`config.mk`:
```
export PLATFORM = sky130hd
export DESIGN_NAME = pst_preg_entry
export DESIGN_NICKNAME = d
export VERILOG_FILES = /design/src/logic/pst_pkg.sv /design/src/logic/pst_create_select.sv /design/src/logic/pst_lifecycle_fsm.sv /design/src/logic/pst_preg_entry.sv /design/src/logic/pst_retire_match.sv /design/src/logic/pst_status_decode.sv
export SDC_FILE = /design/constraint.sdc
export NUM_CORES = 1
export LEC_CHECK = 0
export BUFFER_PORTS_ARGS = -buffer_cell sky130_fd_sc_hd__buf_2
export CORE_AREA = 2 2 94 96
export CTS_CLUSTER_DIAMETER = 60
export CTS_CLUSTER_SIZE = 40
export DETAILED_ROUTE_END_ITERATION = 6
export DIE_AREA = 0 0 96 98
export MAX_ROUTING_LAYER = met4
export PLACE_DENSITY = 0.88
export RECOVER_POWER = 100
export SETUP_SLACK_MARGIN = 0.2
export SLEW_MARGIN = 20
export SYNTH_ARGS = -nofsm -noshare
export SYNTH_HDL_FRONTEND = slang
export SYNTH_HIERARCHICAL = 1
export SYNTH_SLANG_ARGS = --single-unit
```
`constraint.sdc`:
```
create_clock -name sm_clk -period 1.9 [get_ports sm_clk]
set_clock_uncertainty 0.15 [all_clocks]
set_input_delay 0.38 -clock sm_clk [delete_from_list [all_inputs] [get_ports sm_clk]]
set_output_delay 0.38 -clock sm_clk [all_outputs]
set_load 0.03 [all_outputs]
```
`src/logic/pst_pkg.sv`:
```
/*
 * Physical register status table, shared definitions
 * Register counts, index widths, one-hot vector types and the
 * encodings of the lifecycle and write-back state machines
 */
package pst_pkg;

  // Register file sizes
  localparam int PREG_NUM = 96;
  localparam int AREG_NUM = 32;

  // Index widths
  localparam int PREG_W = 7;
  localparam int AREG_W = 5;
  localparam int IID_W  = 7;

  typedef logic [PREG_W-1:0]   preg_t;
  typedef logic [AREG_W-1:0]   areg_t;
  typedef logic [IID_W-1:0]    iid_t;

  // One bit per register, used by the release and recovery buses
  typedef logic [PREG_NUM-1:0] preg_vec_t;
  typedef logic [AREG_NUM-1:0] areg_vec_t;

  //==========================================================
  // Lifecycle of one physical register, one-hot
  //==========================================================
  typedef enum logic [4:0] {
    DEALLOC  = 5'b00001,
    WF_ALLOC = 5'b00010,
    ALLOC    = 5'b00100,
    RETIRE   = 5'b01000,
    RELEASE  = 5'b10000
  } lifecycle_state_e;

  // Write-back tracking
  typedef enum logic {
    WB_IDLE = 1'b0,
    WB_DONE = 1'b1
  } wb_state_e;

endpackage

```
`src/logic/pst_create_select.sv`:
```
/*
 * Entry creation select
 * Picks the one-hot dispatch slot and holds the entry's iid,
 * destination and released physical register until the next create
 */
`timescale 1ns/10ps

module pst_create_select #(
  parameter int NUM_DISPATCH = 4
) (
  input  logic                 sm_clk,
  input  logic                 cpurst_b,
  input  logic [NUM_DISPATCH-1:0] create_vld,
  input  pst_pkg::iid_t        dis_iid      [NUM_DISPATCH],
  input  pst_pkg::areg_t       dis_dst_reg  [NUM_DISPATCH],
  input  pst_pkg::preg_t       dis_rel_preg [NUM_DISPATCH],
  output logic                 create_pulse,
  output pst_pkg::iid_t        entry_iid,
  output pst_pkg::areg_t       entry_dst_reg,
  output pst_pkg::preg_t       entry_rel_preg
);

  import pst_pkg::*;

  iid_t  sel_iid;
  areg_t sel_dst_reg;
  preg_t sel_rel_preg;

  assign create_pulse = |create_vld;

  // AND-OR mux, valid is zero or one-hot
  always_comb begin
    sel_iid      = '0;
    sel_dst_reg  = '0;
    sel_rel_preg = '0;
    for (int i = 0; i < NUM_DISPATCH; i++) begin
      sel_iid      |= dis_iid[i]      & {IID_W{create_vld[i]}};
      sel_dst_reg  |= dis_dst_reg[i]  & {AREG_W{create_vld[i]}};
      sel_rel_preg |= dis_rel_preg[i] & {PREG_W{create_vld[i]}};
    end
  end

  // Information register
  always_ff @(posedge sm_clk or negedge cpurst_b) begin
    if (!cpurst_b) begin
      entry_iid      <= '0;
      entry_dst_reg  <= '0;
      entry_rel_preg <= '0;
    end else if (create_pulse) begin
      entry_iid      <= sel_iid;
      entry_dst_reg  <= sel_dst_reg;
      entry_rel_preg <= sel_rel_preg;
    end
  end

endmodule

```
`src/logic/pst_lifecycle_fsm.sv`:
```
/*
 * Lifecycle and write-back state machines
 * Tracks one physical register from dealloc through release and
 * whether its value has been written back
 */
`timescale 1ns/10ps

module pst_lifecycle_fsm (
  input  logic                      sm_clk,
  input  logic                      cpurst_b,
  input  logic                      flush,
  input  logic                      async_flush,
  input  logic                      dealloc_vld,
  input  logic                      dealloc_mask,
  input  logic                      release_vld,
  input  logic                      wb_vld,
  input  logic                      create_pulse,
  input  logic                      retire_hit,
  output pst_pkg::lifecycle_state_e lifecycle_state,
  output pst_pkg::wb_state_e        wb_state
);

  import pst_pkg::*;

  lifecycle_state_e lifecycle_next;
  wb_state_e        wb_next;
  logic             wb_done_masked;

  // Written back and not held by the dealloc mask
  assign wb_done_masked = (wb_state == WB_DONE) && !dealloc_mask;

  //==========================================================
  // Lifecycle FSM
  //==========================================================
  always_ff @(posedge sm_clk or negedge cpurst_b) begin
    if (!cpurst_b) begin
      lifecycle_state <= DEALLOC;
    end else begin
      lifecycle_state <= lifecycle_next;
    end
  end

  always_comb begin
    lifecycle_next = lifecycle_state;
    case (lifecycle_state)
      DEALLOC: begin
        if (dealloc_vld && !flush) lifecycle_next = WF_ALLOC;
      end
      WF_ALLOC: begin
        if (flush)             lifecycle_next = DEALLOC;
        else if (create_pulse) lifecycle_next = ALLOC;
      end
      ALLOC: begin
        if (flush)                               lifecycle_next = DEALLOC;
        else if (release_vld && wb_done_masked)  lifecycle_next = DEALLOC;
        else if (release_vld)                    lifecycle_next = RELEASE;
        else if (retire_hit)                     lifecycle_next = RETIRE;
      end
      RETIRE: begin
        if (release_vld && wb_done_masked) lifecycle_next = DEALLOC;
        else if (release_vld)              lifecycle_next = RELEASE;
      end
      RELEASE: begin
        if (wb_done_masked) lifecycle_next = DEALLOC;
      end
      default: lifecycle_next = DEALLOC;
    endcase
  end

  //==========================================================
  // Write-back FSM
  //==========================================================
  always_ff @(posedge sm_clk or negedge cpurst_b) begin
    if (!cpurst_b) begin
      wb_state <= WB_IDLE;
    end else begin
      wb_state <= wb_next;
    end
  end

  // Async flush wins, a new producer clears the old write-back
  always_comb begin
    wb_next = wb_state;
    if (async_flush) begin
      wb_next = WB_DONE;
    end else if (create_pulse) begin
      wb_next = WB_IDLE;
    end else if (wb_state == WB_IDLE) begin
      if (wb_vld) wb_next = WB_DONE;
    end else if (lifecycle_state == DEALLOC) begin
      wb_next = WB_IDLE;
    end
  end

endmodule

```
`src/logic/pst_preg_entry.sv`:
```
/*
 * Physical register status table entry
 * Top level of one entry, connects creation select, retire match,
 * lifecycle state machines and status decode
 */
`timescale 1ns/10ps

module pst_preg_entry #(
  parameter int NUM_DISPATCH = 4,
  parameter int NUM_RETIRE   = 3
) (
  input  logic                    sm_clk,
  input  logic                    cpurst_b,
  input  logic                    flush,
  input  logic                    async_flush,
  input  logic                    dealloc_vld,
  input  logic                    dealloc_mask,
  input  logic                    release_vld,
  input  logic                    wb_vld,
  input  logic [NUM_DISPATCH-1:0] create_vld,
  input  pst_pkg::iid_t           dis_iid      [NUM_DISPATCH],
  input  pst_pkg::areg_t          dis_dst_reg  [NUM_DISPATCH],
  input  pst_pkg::preg_t          dis_rel_preg [NUM_DISPATCH],
  input  logic [NUM_RETIRE-1:0]   retire_iid_updt_vld,
  input  pst_pkg::iid_t           retire_iid_updt_val [NUM_RETIRE],
  input  logic [NUM_RETIRE-1:0]   retire_preg_vld,
  output logic                    cur_state_dealloc,
  output pst_pkg::areg_vec_t      dreg,
  output pst_pkg::preg_vec_t      rel_preg_expand,
  output logic                    retired_released_wb
);

  import pst_pkg::*;

  logic             create_pulse;
  iid_t             entry_iid;
  areg_t            entry_dst_reg;
  preg_t            entry_rel_preg;
  logic             retire_hit;
  logic             state_alloc;
  lifecycle_state_e lifecycle_state;
  wb_state_e        wb_state;

  // ALLOC bit of the one-hot lifecycle state
  assign state_alloc = lifecycle_state[2];

  //==========================================================
  // Input side
  //==========================================================
  pst_create_select #(.NUM_DISPATCH(NUM_DISPATCH)) u_create_select (
    .sm_clk         (sm_clk),
    .cpurst_b       (cpurst_b),
    .create_vld     (create_vld),
    .dis_iid        (dis_iid),
    .dis_dst_reg    (dis_dst_reg),
    .dis_rel_preg   (dis_rel_preg),
    .create_pulse   (create_pulse),
    .entry_iid      (entry_iid),
    .entry_dst_reg  (entry_dst_reg),
    .entry_rel_preg (entry_rel_preg)
  );

  pst_retire_match #(.NUM_RETIRE(NUM_RETIRE)) u_retire_match (
    .sm_clk              (sm_clk),
    .cpurst_b            (cpurst_b),
    .entry_iid           (entry_iid),
    .state_alloc         (state_alloc),
    .retire_iid_updt_vld (retire_iid_updt_vld),
    .retire_iid_updt_val (retire_iid_updt_val),
    .retire_preg_vld     (retire_preg_vld),
    .retire_hit          (retire_hit)
  );

  //==========================================================
  // State machines and output decode
  //==========================================================
  pst_lifecycle_fsm u_lifecycle_fsm (
    .sm_clk          (sm_clk),
    .cpurst_b        (cpurst_b),
    .flush           (flush),
    .async_flush     (async_flush),
    .dealloc_vld     (dealloc_vld),
    .dealloc_mask    (dealloc_mask),
    .release_vld     (release_vld),
    .wb_vld          (wb_vld),
    .create_pulse    (create_pulse),
    .retire_hit      (retire_hit),
    .lifecycle_state (lifecycle_state),
    .wb_state        (wb_state)
  );

  pst_status_decode u_status_decode (
    .lifecycle_state     (lifecycle_state),
    .wb_state            (wb_state),
    .retire_hit          (retire_hit),
    .entry_dst_reg       (entry_dst_reg),
    .entry_rel_preg      (entry_rel_preg),
    .cur_state_dealloc   (cur_state_dealloc),
    .dreg                (dreg),
    .rel_preg_expand     (rel_preg_expand),
    .retired_released_wb (retired_released_wb)
  );

endmodule

```
`src/logic/pst_retire_match.sv`:
```
/*
 * Retire iid pre-compare
 * Matches the stored iid against each retire slot one cycle early
 * and forms the retire pulse from the retire confirmations
 */
`timescale 1ns/10ps

module pst_retire_match #(
  parameter int NUM_RETIRE = 3
) (
  input  logic                  sm_clk,
  input  logic                  cpurst_b,
  input  pst_pkg::iid_t         entry_iid,
  input  logic                  state_alloc,
  input  logic [NUM_RETIRE-1:0] retire_iid_updt_vld,
  input  pst_pkg::iid_t         retire_iid_updt_val [NUM_RETIRE],
  input  logic [NUM_RETIRE-1:0] retire_preg_vld,
  output logic                  retire_hit
);

  logic [NUM_RETIRE-1:0] match_updt_val;
  logic [NUM_RETIRE-1:0] iid_match;

  //==========================================================
  // Compare ahead of retire
  //==========================================================
  // Only an allocated entry can have a retiring producer
  always_comb begin
    for (int k = 0; k < NUM_RETIRE; k++) begin
      match_updt_val[k] = state_alloc && (entry_iid == retire_iid_updt_val[k]);
    end
  end

  // Each slot flag updates only on its own update pulse
  always_ff @(posedge sm_clk or negedge cpurst_b) begin
    if (!cpurst_b) begin
      iid_match <= '0;
    end else begin
      for (int k = 0; k < NUM_RETIRE; k++) begin
        if (retire_iid_updt_vld[k]) begin
          iid_match[k] <= match_updt_val[k];
        end
      end
    end
  end

  //==========================================================
  // Retire confirmation
  //==========================================================
  assign retire_hit = |(retire_preg_vld & iid_match);

endmodule

```
`src/logic/pst_status_decode.sv`:
```
/*
 * Status decode
 * Expands the stored indices into state-gated one-hot vectors and
 * forms the retired-or-released write-back flag
 */
`timescale 1ns/10ps

module pst_status_decode (
  input  pst_pkg::lifecycle_state_e lifecycle_state,
  input  pst_pkg::wb_state_e        wb_state,
  input  logic                      retire_hit,
  input  pst_pkg::areg_t            entry_dst_reg,
  input  pst_pkg::preg_t            entry_rel_preg,
  output logic                      cur_state_dealloc,
  output pst_pkg::areg_vec_t        dreg,
  output pst_pkg::preg_vec_t        rel_preg_expand,
  output logic                      retired_released_wb
);

  import pst_pkg::*;

  logic rel_retire_vld;
  logic state_retire;
  logic state_release;

  assign cur_state_dealloc = (lifecycle_state == DEALLOC);
  assign state_retire      = (lifecycle_state == RETIRE);
  assign state_release     = (lifecycle_state == RELEASE);

  // Producer retires this cycle, the old mapping is freed
  assign rel_retire_vld = (lifecycle_state == ALLOC) && retire_hit;

  assign rel_preg_expand = rel_retire_vld ? (preg_vec_t'(1) << entry_rel_preg) : '0;

  // Rename table recovery while retired
  assign dreg = state_retire ? (areg_vec_t'(1) << entry_dst_reg) : '0;

  //==========================================================
  // Write-back flag for the flush logic
  //==========================================================
  // Includes the entry retiring in this very cycle
  assign retired_released_wb = (rel_retire_vld || state_retire || state_release)
                               ? (wb_state == WB_DONE) : 1'b1;

endmodule

```
Word-level counts from Yosys, hierarchy flattened
Cells that the tools add are included.

cells by class
  shift-type cells = 2
  bitwise operators = 22
  equal/unequal tests = 13
  muxes and demuxes = 19
  reductions and logical operators = 14

operators by type and width
  operator              count
  $mux 96               1
  $shl 1x7->96 const A  1
  $and 7x7->7           8
  $mux 5                10
  $or 7x7->7            6
  $mux 32               1
  $shl 1x5->32 const A  1
  $pmux 5 s5            1
  $eq 7x7->1            3
  $and 5x5->5           4
  $or 5x5->5            3
  $logic_and 1x1->1     7
  $mux 1                6
  $ne 3x3->1 const B    2
  $eq 5x1->1 const B    1
  $eq 5x2->1 const B    1
  $eq 5x3->1 const B    1
  $eq 5x4->1 const B    1
  $eq 5x5->1 const B    1
  $ne 5x3->1 const B    1
  $reduce_and 5->1      1
  $reduce_or 4->1       1
  $and 3x3->3           1
  $reduce_or 3->1       1
  4 further kinds       6

storage, ports and cells
  register bits after elaboration = 28
  logic and storage cells = 78
  output and inout port bits = 130

Depth between registers and ports, before layout
Gate-level depths: netlist of the first run.

  depth after elaboration = 7
  depth in mapped cells = 7
  depth with buffers taken out = 5

Hierarchy
Netlist of the first run, hierarchy kept.

modules (own cells, without submodules)
  module             cells an instance  area an instance (µm²)  times used
  pst_status_decode  205                1056.0                  1
  pst_create_select  108                1024.7                  1
  pst_lifecycle_fsm  51                 494.2                   1
  pst_retire_match   38                 374.1                   1

Least setup slack after synthesis of the first run
No wires, ideal clock.

  path kind = input to output
  start point = input retire_preg_vld[0]
  end point = output rel_preg_expand[55]
  slack = -0.550 ns
  data required time = 1.370 ns
  buffers on the path = 2
  data arrival time = 1.920 ns
  stages on the path = 7
  cells stage by stage = a222oi_1 -> inv_1 -> and3b_1 -> nand3b_2 -> buf_4 -> buf_6 -> nor3_1

between the ends
  word-level cells in the longest chain between the ends = 4

ends and longest elaborated chain
  item                RTL line                 text
  start: declaration  pst_preg_entry.sv:26     input logic [NUM_RETIRE-1:0] retire_preg_vld,
  $and 3x3->3         pst_retire_match.sv:50   assign retire_hit = |(retire_preg_vld & iid_match);
  $reduce_or 3->1     pst_retire_match.sv:50
  net retire_hit      pst_preg_entry.sv:39     logic retire_hit;
  $logic_and 1x1->1   pst_status_decode.sv:31  assign rel_retire_vld = (lifecycle_state == ALLOC) && retire_hit;
  $mux 96             pst_status_decode.sv:33  assign rel_preg_expand = rel_retire_vld ? (preg_vec_t'(1) << entry_rel_preg) : '0;
  end: declaration    pst_preg_entry.sv:29     output pst_pkg::preg_vec_t rel_preg_expand,

The timed path passes the listed nets, and every way through them passes these cells.

Final worst setup path of the first run
  start point = register u_retire_match.iid_match[0]
  end point = output rel_preg_expand[53]

between the ends
  word-level cells in the longest chain between the ends = 4

ends and longest elaborated chain
  item                              RTL line                 text
  start: declaration                pst_retire_match.sv:22   logic [NUM_RETIRE-1:0] iid_match;
  start signal: indexed assignment  pst_retire_match.sv:41   iid_match[k] <= match_updt_val[k];
  $and 3x3->3                       pst_retire_match.sv:50
  $reduce_or 3->1                   pst_retire_match.sv:50
  net retire_hit                    pst_preg_entry.sv:39
  $logic_and 1x1->1                 pst_status_decode.sv:31
  $mux 96                           pst_status_decode.sv:33

The timed path passes the listed nets, and every way through them passes these cells.

==> metrics, run 1 <==
status finished, violations left; failing checks setup timing; gr ovfl total 0; Max VDD drop around 450 uV; CP Launch Point u_retire_match/iid_match[0]$_DFFE_PN0P_; routed vias/inst 6.22; Final Worst Setup Slack -0.801 ns; Synth Flop Type dfrtp_1; Initial DRC Count 337; CP Max Fanout 9; GRT Util Overall 0.392; Sink Count 28; RR Startpoint u_lifecycle_fsm/lifecycle_state[2]$_DFFE_PN0P_; register share of total power 0.288; vias in the first global route 5,293; Clock Power Share 0.148; crit path capture type output pin; post-synth top area share 0.229; register area share after synthesis 0.238; Yosys Warn Count 6; max_slew headroom 0.493; filler instances slightly below 300; Syn Nets ~520; number of synthesized register bits 28; Die W 96 um; Initial Util 0.348; PD cells 343 nW/um2; fin crit share 1.42; mapped cell area 2950 um2; DR WL/cell around 24 um; Synth-to-Final Area Change 163%; Arr. time, crit path 2.17 ns; fraction of layout cells with a size suffix above 1 0.739; DPL Wire Length 11.9 mm; Total Routed Length roughly 20 mm; H-tree depth 1; Logic pwr share 0.564; Sw Share 0.428; hold_sp async_flush; Hold Path Class in -> reg; fraction of registers with async set or reset after synthesis 1.00; Avg Cell Area, Syn 7.34 um2; RSZ-0062 raised after global routing true; fin crit period 2.70 ns; clock transition at the registers of the reported paths roughly 0.11 ns; largest net degree at the start of global routing 41; Die Area 9410 um2; CTS root buf clkbuf_8; gp weighted congestion 0.939; Worst Max-Slew Pin Slew 0.761 ns; placed cells a little over 800; maximum root-to-sink buffer count 2; Pwr Total 2.66 mW; Nets roughly 850; DRT antenna net count 0; Residual DRC 0; IO Pins roughly 250; IO Port Bufs around 240; multi-input logic area around 3500 um2; antenna violations before repair 2; Lkg Pwr about 4.2 nW; Die Ht a little under 100 um; Largest regs u_create_select/entry_iid (7), u_create_select/entry_rel_preg (7); Area contributors post-synth dfrtp_1, nor3_1, a22oi_1; TritonCTS clock tree built; synth unique cells 54; via count 5,218; Post-Layout Cell Count 839; Setup Crit Path Kind reg -> out; Req. time, crit path 1.37 ns; total CTS buffers 3; pre-CTS setup slack -0.552 ns; number of enable flip-flop cells after synthesis 0; crit path launch type flip-flop; max cap viols 0; sequential cell area 708 um2; Final Max Slew Viols 0; internal power about 1.5 mW; top-count cell post-synth nor3_1; drt pass-1 iters 5; Final Util 0.918; largest area contributor in the netlist dfrtp_1; Rows 34; Final Hold Fails 0; Setup Viol. Count Final 136; Worst-Skew Late Latency 0.29 ns; P_sw 1.14 mW; most instantiated cells after synthesis nor3_1, nor2_1, a22oi_1; core box area 8470 um2; synthesized instance count 402; FMAX 370 MHz; first-pass GRT wire length 27.7 mm
power by group through the flow:
stage	sequential, mW	clock (mW)	combinational [mW]
after global placement	0.758	0	1.09
after global routing	0.775	0.410	1.56
final	0.767	0.394	1.50
after detailed placement	0.766	0	1.13
after CTS	0.756	0.384	1.32
after floorplan	0.764	0	0.694
layout make-up:
cell class | count | share of cell area
antenna | 2 | 0.000644
sequential | 28 | 0.0912
tap | 108 | 0.0174
inverter | 5 | 0.00306
clock buffer | 4 | 0.00709
multi-input combinational | 335 | 0.456
timing repair buffer | 357 | 0.424
layout by cell type, fill, tap and decap left out, drive strengths merged, types with 4 or more instances in the layout:
master	n
nor3	97
inv	4
a31oi	21
nand4	8
nor2b	7
buf	351
nand2	13
nand3	12
xor2	7
dfrtp	27
nand2b	11
xnor2	15
nand3b	4
a22oi	38
nor2	61
nor4b	4
clkbuf	9
final timing paths:
path,to,slack (ns),cells after the start
worst min register to register,u_retire_match/iid_match[2]$_DFFE_PN0P_,0.38,2
min in group asynchronous,u_create_select/entry_iid[1]$_DFFE_PN0P_,0.53,2
worst min-delay path,u_lifecycle_fsm/wb_state$_DFF_PN0_,0.15,2
max in group asynchronous,u_lifecycle_fsm/lifecycle_state[3]$_DFFE_PN0P_,0.54,2
worst max register to register,u_lifecycle_fsm/lifecycle_state[4]$_DFFE_PN0P_,-0.38,9
worst max-delay path,rel_preg_expand[53],-0.80,8
metal layers:
layer | part of all wire | vias up | routed length (um) | GRT usage
met2 | 0.52 | 434 | 10300 | 0.697
met1 | 0.33 | 2475 | 6550 | 0.398
li1 | - | 2175 | - | -
met5 | 0 | - | 0 | -
met3 | 0.085 | 134 | 1710 | 0.0694
met4 | 0.069 | 0 | 1390 | 0.209
critical path, stage by stage, from the launching register on:
cell and delay (ns):
dfrtp_1 0.41, a222oi_1 0.39, inv_1 0.13, and3b_2 0.25, nand3b_4 0.11, buf_12 0.17, buf_4 0.17, nor3_2 0.06
buf_4 0.17
metrics by stage:
step           setup TNS, ns  hold WS [ns]  cell area [um2]
3_5_place_dp          -54.78         0.287             6430
5_1_grt               -90.09         0.139             7770
6_report              -89.17         0.145             7770
2_1_floorplan         -20.02       -0.0656             4490
4_1_cts               -82.34         0.142             7580
3_3_place_gp          -53.63         0.278             6430
what timing repair did:
action | 4_1_cts | 5_1_grt
hold buffers | 1 | 0
pin swaps | 28 | 13
setup buffers | 14 | 8
endpoints found under the setup margin | 135 | 138
gates cloned | 1 | 2
resized for setup | 285 | 24
hold endpoints to repair | 27 | 0
cells by family (layout without fill, tap and decap cells):
| group | after synthesis | after routing | share of synthesized area |
|---|---|---|---|
| simple gates | 235 | 235 | 0.415 |
| compound gates | 77 | 77 | 0.200 |
| buf+inv | 39 | 366 | 0.0776 |
| flops | 28 | 28 | 0.238 |
| xor+xnor | 22 | 22 | 0.0653 |
| mux | 1 | 1 | 0.00339 |
| other cells | 0 | 2 | 0 |
Note: power is estimated with default switching activity, not from simulation.
==> run 2, diff against run 1 <==
Settings changed: PLACE_DENSITY 0.88 to 0.85.
==> run 2 against run 1 <==
Compared with the run above: the run still ends with setup timing left; cell area up 2.0%; worst hold slack better by 0.00088 ns; final cell count grew 0.60%; non-clock buffer count increased by 6; highest routed layer unchanged; largest power group unchanged.
==> metrics, run 2 (synthesis results as in run 1) <==
FMAX 362 MHz (was 370 MHz); crit path launch type flip-flop (unchanged); Setup Viol. Count Final 137 (was 136); Buf/Inv on CP 4 (unchanged); Largest regs u_create_select/entry_iid (7), u_create_select/entry_rel_preg (7) (unchanged); Worst-Skew Late Latency 0.29 ns (about the same); fraction of layout cells with a size suffix above 1 0.741 (was 0.739); CTS root buf clkbuf_8 (unchanged); IO Port Bufs 244 (unchanged); crit-path leading delay family compound AO/OA/AOI/OAI gates (was buffers and inverters); DRT antenna net count 0 (unchanged); Lkg Pwr 4.30 nW (was 4.23 nW); status finished, violations left (unchanged); Final Worst Setup Slack -0.866 ns (was -0.801 ns); crit path capture type output pin (unchanged); Synth-to-Final Area Change 169% (was 163%); core box area 8470 um2 (unchanged); drt pass-1 iters 7 (was 5); fin crit share 1.46 (was 1.42); Rows 34 (unchanged); Worst Max-Slew Pin Slew 0.753 ns (was 0.761 ns); Final Instance Area 7920 um2 (was 7770 um2); CP max-delay cell dfrtp_1 (unchanged); clock transition at the registers of the reported paths 0.11 ns (about the same); total CTS buffers 3 (unchanged); vias in the first global route 5,353 (was 5,293); antenna violations before repair 0 (was 2); CP Max Fanout 2 (was 9); max cap viols 0 (unchanged); Setup Crit Path Kind reg -> out (unchanged); fin crit period 2.77 ns (was 2.70 ns); DR WL/cell 26.6 um (was 23.8 um); Initial Util 0.348 (unchanged); Initial DRC Count 588 (was 337); Final Max Slew Viols 0 (unchanged); critical path's largest stage delay 0.40 ns (was 0.41 ns); commonest non-fill, non-tap cells in the layout buf_6, buf_2, nor3_4, buf_4, a22oi_1 (unchanged); DPL Wire Length 11.7 mm (was 11.9 mm); gp weighted congestion 0.862 (was 0.939); filler instances 254 (was 292); Max VDD drop 540 uV (was 453 uV); Sink Count 28 (unchanged); largest net degree at the start of global routing 29 (was 41); Req. time, crit path 1.37 ns (about the same); Final Hold Fails 0 (unchanged); Hold Path Class in -> reg (unchanged); via count 5,599 (was 5,218); Residual DRC 0 (unchanged); first-pass GRT wire length 29.2 mm (was 27.7 mm); maximum root-to-sink buffer count 2 (unchanged); H-tree depth 1 (unchanged); Total Routed Length 22.4 mm (was 20.0 mm); max_slew headroom 0.498 (was 0.493); PD cells 367 nW/um2 (was 343 nW/um2); Pwr Total 2.91 mW (was 2.66 mW); gr ovfl total 0 (unchanged); worst path cell trace a222oi_1, buf_4, inv_2, and3b_2, buf_6, o31ai_4, or4_4, buf_6 (was a222oi_1, inv_1, and3b_2, nand3b_4, buf_12, buf_4, nor3_2, buf_4); IO Pins 245 (unchanged); failing checks setup timing (unchanged); Die W 96 um (unchanged); most common cell after layout, fill and taps aside buf_6 (unchanged); RSZ-0062 raised after global routing true (unchanged); CP most frequent cell buf_6 (was buf_4); Nets 851 (was 845); TritonCTS clock tree built (unchanged); Arr. time, crit path 2.24 ns (was 2.17 ns); Placed Area 6450 um2 (was 6430 um2); GRT Util Overall 0.411 (was 0.392); Die Area 9410 um2 (unchanged); routed vias/inst 6.63 (was 6.22); Die Ht 98 um (unchanged)
run 2: layout make-up:
cell class | instances | area, um2 | share of cell area
diodes | 1 | 2.50 | 0.000316
clock buffers | 3 | 41.3 | 0.00521
clock inverters | 1 | 30.0 | 0.00379
inverters | 5 | 21.3 | 0.00268
multi-input cells | 335 | 3570 | 0.450
flip-flops and latches | 28 | 707 | 0.0892
well taps | 108 | 135 | 0.0171
repair buffers | 363 | 3420 | 0.431
run 2: report_power, final:
group | total, mW | switching, mW | leakage [nW] | internal (mW)
logic | 1.63 | 0.894 | 3.95 | 0.740
registers | 0.777 | 0.114 | 0.315 | 0.663
clock network | 0.497 | 0.214 | 0.0357 | 0.283
total | 2.91 | 1.22 | 4.30 | 1.69
run 2: layer usage:
layer / global-route usage / up-vias / routed length (um)
li1: - / 2204 / -
met1: 0.429 / 2588 / 6890
met2: 0.728 / 593 / 11100
met3: 0.0694 / 214 / 2390
met4: 0.205 / 0 / 2080
met5: - / - / 0
run 2: worst paths after layout:
kind | slack (ns) | cells past startpoint | start | to
min | 0.15 | 2 | async_flush | u_lifecycle_fsm/wb_state$_DFF_PN0_
max reg2reg | -0.43 | 9 | u_lifecycle_fsm/lifecycle_state[2]$_DFFE_PN0P_ | u_lifecycle_fsm/lifecycle_state[4]$_DFFE_PN0P_
min reg2reg | 0.40 | 2 | u_retire_match/iid_match[2]$_DFFE_PN0P_ | u_retire_match/iid_match[2]$_DFFE_PN0P_
max | -0.87 | 8 | u_retire_match/iid_match[0]$_DFFE_PN0P_ | retired_released_wb
max in group asynchronous | 0.59 | 2 | cpurst_b | u_lifecycle_fsm/lifecycle_state[2]$_DFFE_PN0P_
min in group asynchronous | 0.51 | 2 | cpurst_b | u_create_select/entry_dst_reg[0]$_DFFE_PN0P_
run 2: metrics by stage:
step / cells / TNS [ns] / hold slack, ns / setup WS, ns / util
after global placement: 806 / -51.02 / 0.286 / -0.533 / 0.762
after global routing: 843 / -100.94 / 0.142 / -0.900 / 0.936
after CTS: 833 / -82.68 / 0.146 / -0.776 / 0.901
after floorplan: 402 / -20.02 / -0.0656 / -0.238 / -
final: 844 / -96.43 / 0.146 / -0.866 / 0.936
after detailed placement: 806 / -55.77 / 0.287 / -0.580 / 0.762
run 2: what timing repair did:
action / 4_1_cts / 5_1_grt
pin swaps: 34 / 24
buffers inserted: 22 / 7
hold endpoints to repair: 27 / 0
cloned: 0 / 3
setup endpoints to repair: 135 / 138
resized for setup: 281 / 52
hold buffers: 1 / 0
==> run 3, diff against run 2 <==
Settings changed: BUFFER_PORTS_ARGS -buffer_cell sky130_fd_sc_hd__buf_2 to -buffer_cell sky130_fd_sc_hd__clkbuf_2.
==> run 3 against run 2 <==
Compared with the run above: the run still ends with setup timing left; flip-flop and latch count unchanged; clock power down 28%; sequential share of layout area down 0.12 points; wire length up 12%; via count up 4.3%; total power down 11%; sequential power up 1%; critical path type unchanged; critical endpoint is now rel_preg_expand[14]; largest power group unchanged; highest routed layer unchanged.
==> metrics, run 3 (synthesis results as in run 1) <==
status finished, violations left (unchanged); failing checks setup timing (unchanged); TritonCTS clock tree built (unchanged); RSZ-0062 raised after global routing true (unchanged); commonest non-fill, non-tap cells in the layout clkbuf_2, nor3_4, buf_8, clkbuf_8, buf_4 (was buf_6, buf_2, nor3_4, buf_4, a22oi_1); via count 5,842 (was 5,599); drt pass-1 iters 5 (was 7); IO Pins 245 (unchanged); Lkg Pwr 4.37 nW (was 4.30 nW); H-tree depth 1 (unchanged); total CTS buffers 3 (unchanged); filler instances 193 (was 254); FMAX 347 MHz (was 362 MHz); vias in the first global route 5,283 (was 5,353); crit-path leading delay family buffers and inverters (was compound AO/OA/AOI/OAI gates); WHS 0.188 ns (was 0.146 ns); Sink Count 28 (unchanged); Final Hold Fails 0 (unchanged); Initial Util 0.348 (unchanged); Arr. time, crit path 2.35 ns (was 2.24 ns); maximum root-to-sink buffer count 2 (unchanged); Post-Layout Cell Count 833 (was 844); Die Area 9410 um2 (unchanged); worst path cell trace a222oi_1, inv_1, and3b_2, nand3b_4, buf_4, clkbuf_16, nor3_4, clkbuf_8 (was a222oi_1, buf_4, inv_2, and3b_2, buf_6, o31ai_4, or4_4, buf_6); Nets 841 (was 851); antenna violations before repair 0 (unchanged); Final Max Slew Viols 0 (unchanged); multi-input logic area 3470 um2 (was 3570 um2); fin crit period 2.88 ns (was 2.77 ns); Residual DRC 0 (unchanged); clock transition at the registers of the reported paths 0.10 ns (was 0.11 ns); Placed Area 6380 um2 (was 6450 um2); Hold Path Class in -> reg (unchanged); DR WL/cell 30.3 um (was 26.6 um); Worst Max-Slew Pin Slew 0.654 ns (was 0.753 ns); Die W 96 um (unchanged); Antenna diodes 0 (was 1); first-pass GRT wire length 30.3 mm (was 29.2 mm); max_slew headroom 0.564 (was 0.498); Final Instance Area 8050 um2 (was 7920 um2); Largest regs u_create_select/entry_iid (7), u_create_select/entry_rel_preg (7) (unchanged); CP max-delay cell a222oi_1 (was dfrtp_1); core box area 8470 um2 (unchanged); Synth-to-Final Area Change 173% (was 169%); sequential cell area 708 um2 (was 707 um2); DRT antenna net count 0 (unchanged); routed vias/inst 7.01 (was 6.63); crit path capture type output pin (unchanged); Req. time, crit path 1.37 ns (about the same); largest net degree at the start of global routing 27 (was 29); max cap viols 0 (unchanged); Worst-Skew Late Latency 0.28 ns (was 0.29 ns); Total Routed Length 25.2 mm (was 22.4 mm); fin crit share 1.52 (was 1.46); crit path launch type flip-flop (unchanged); fraction of layout cells with a size suffix above 1 0.714 (was 0.741); CTS root buf clkbuf_8 (unchanged); gp weighted congestion 0.862 (about the same); CP Max Fanout 7 (was 2); Initial DRC Count 751 (was 588); PD cells 322 nW/um2 (was 367 nW/um2); Setup Crit Path Kind reg -> out (unchanged); GRT Util Overall 0.432 (was 0.411); IO Port Bufs 244 (unchanged); Setup Viol. Count Final 135 (was 137); Final Worst Setup Slack -0.982 ns (was -0.866 ns); DPL Wire Length 11.6 mm (was 11.7 mm); critical path's largest stage delay 0.45 ns (was 0.40 ns); Rows 34 (unchanged); most common cell after layout, fill and taps aside clkbuf_2 (was buf_6); Max VDD drop 563 uV (was 540 uV); Buf/Inv on CP 4 (unchanged); placed cells 803 (was 806); Die Ht 98 um (unchanged); gr ovfl total 0 (unchanged)
-- run 3: through the flow --
step / utilization / power [mW] / setup TNS [ns] / setup WS [ns]
2_1_floorplan: - / 1.46 / -20.02 / -0.238
3_3_place_gp: 0.753 / 1.87 / -56.60 / -0.588
3_5_place_dp: 0.753 / 1.90 / -57.52 / -0.605
4_1_cts: 0.914 / 2.35 / -87.45 / -0.827
5_1_grt: 0.950 / 2.63 / -115.32 / -1.03
6_report: 0.950 / 2.59 / -108.18 / -0.982
-- run 3: report_power, final --
group / internal [mW] / total (mW) / switching, mW / leakage [nW]
registers: 0.663 / 0.787 / 0.124 / 0.314
clock network: 0.151 / 0.358 / 0.206 / 0.0228
logic: 0.609 / 1.45 / 0.841 / 4.03
total: 1.42 / 2.59 / 1.17 / 4.37
-- run 3: metal layers --
metal / part of all wire / up-vias / GRT usage
li1: - / 2184 / -
met1: 0.30 / 2662 / 0.479
met2: 0.46 / 728 / 0.728
met3: 0.13 / 268 / 0.0664
met4: 0.11 / 0 / 0.236
met5: 0 / - / -
-- run 3: what timing repair did --
item | CTS | global route
endpoints found under the hold margin | 5 | 0
gates cloned | 1 | 5
resized for setup | 277 | 112
setup endpoints to repair | 135 | 135
pin swaps | 29 | 26
hold buffers | 1 | 0
buffers inserted | 14 | 5
-- run 3: cell type report --
type,count,share of cell area
multi-input combinational,335,0.431
tap,108,0.0168
inverter,5,0.00233
sequential,28,0.0880
clock buffer,4,0.00560
timing repair buffer,353,0.456
-- run 3: worst paths after layout --
kind | startpoint | end | slack [ns] | cells past startpoint
worst min register to register | u_retire_match/iid_match[2]$_DFFE_PN0P_ | u_retire_match/iid_match[2]$_DFFE_PN0P_ | 0.40 | 2
min in group asynchronous | cpurst_b | u_lifecycle_fsm/wb_state$_DFF_PN0_ | 0.37 | 2
worst max register to register | u_lifecycle_fsm/lifecycle_state[2]$_DFFE_PN0P_ | u_lifecycle_fsm/lifecycle_state[0]$_DFFE_PN1P_ | -0.07 | 6
worst min-delay path | async_flush | u_lifecycle_fsm/wb_state$_DFF_PN0_ | 0.19 | 2
max in group asynchronous | cpurst_b | u_lifecycle_fsm/lifecycle_state[4]$_DFFE_PN0P_ | 0.31 | 3
worst max-delay path | u_retire_match/iid_match[0]$_DFFE_PN0P_ | rel_preg_expand[14] | -0.98 | 8
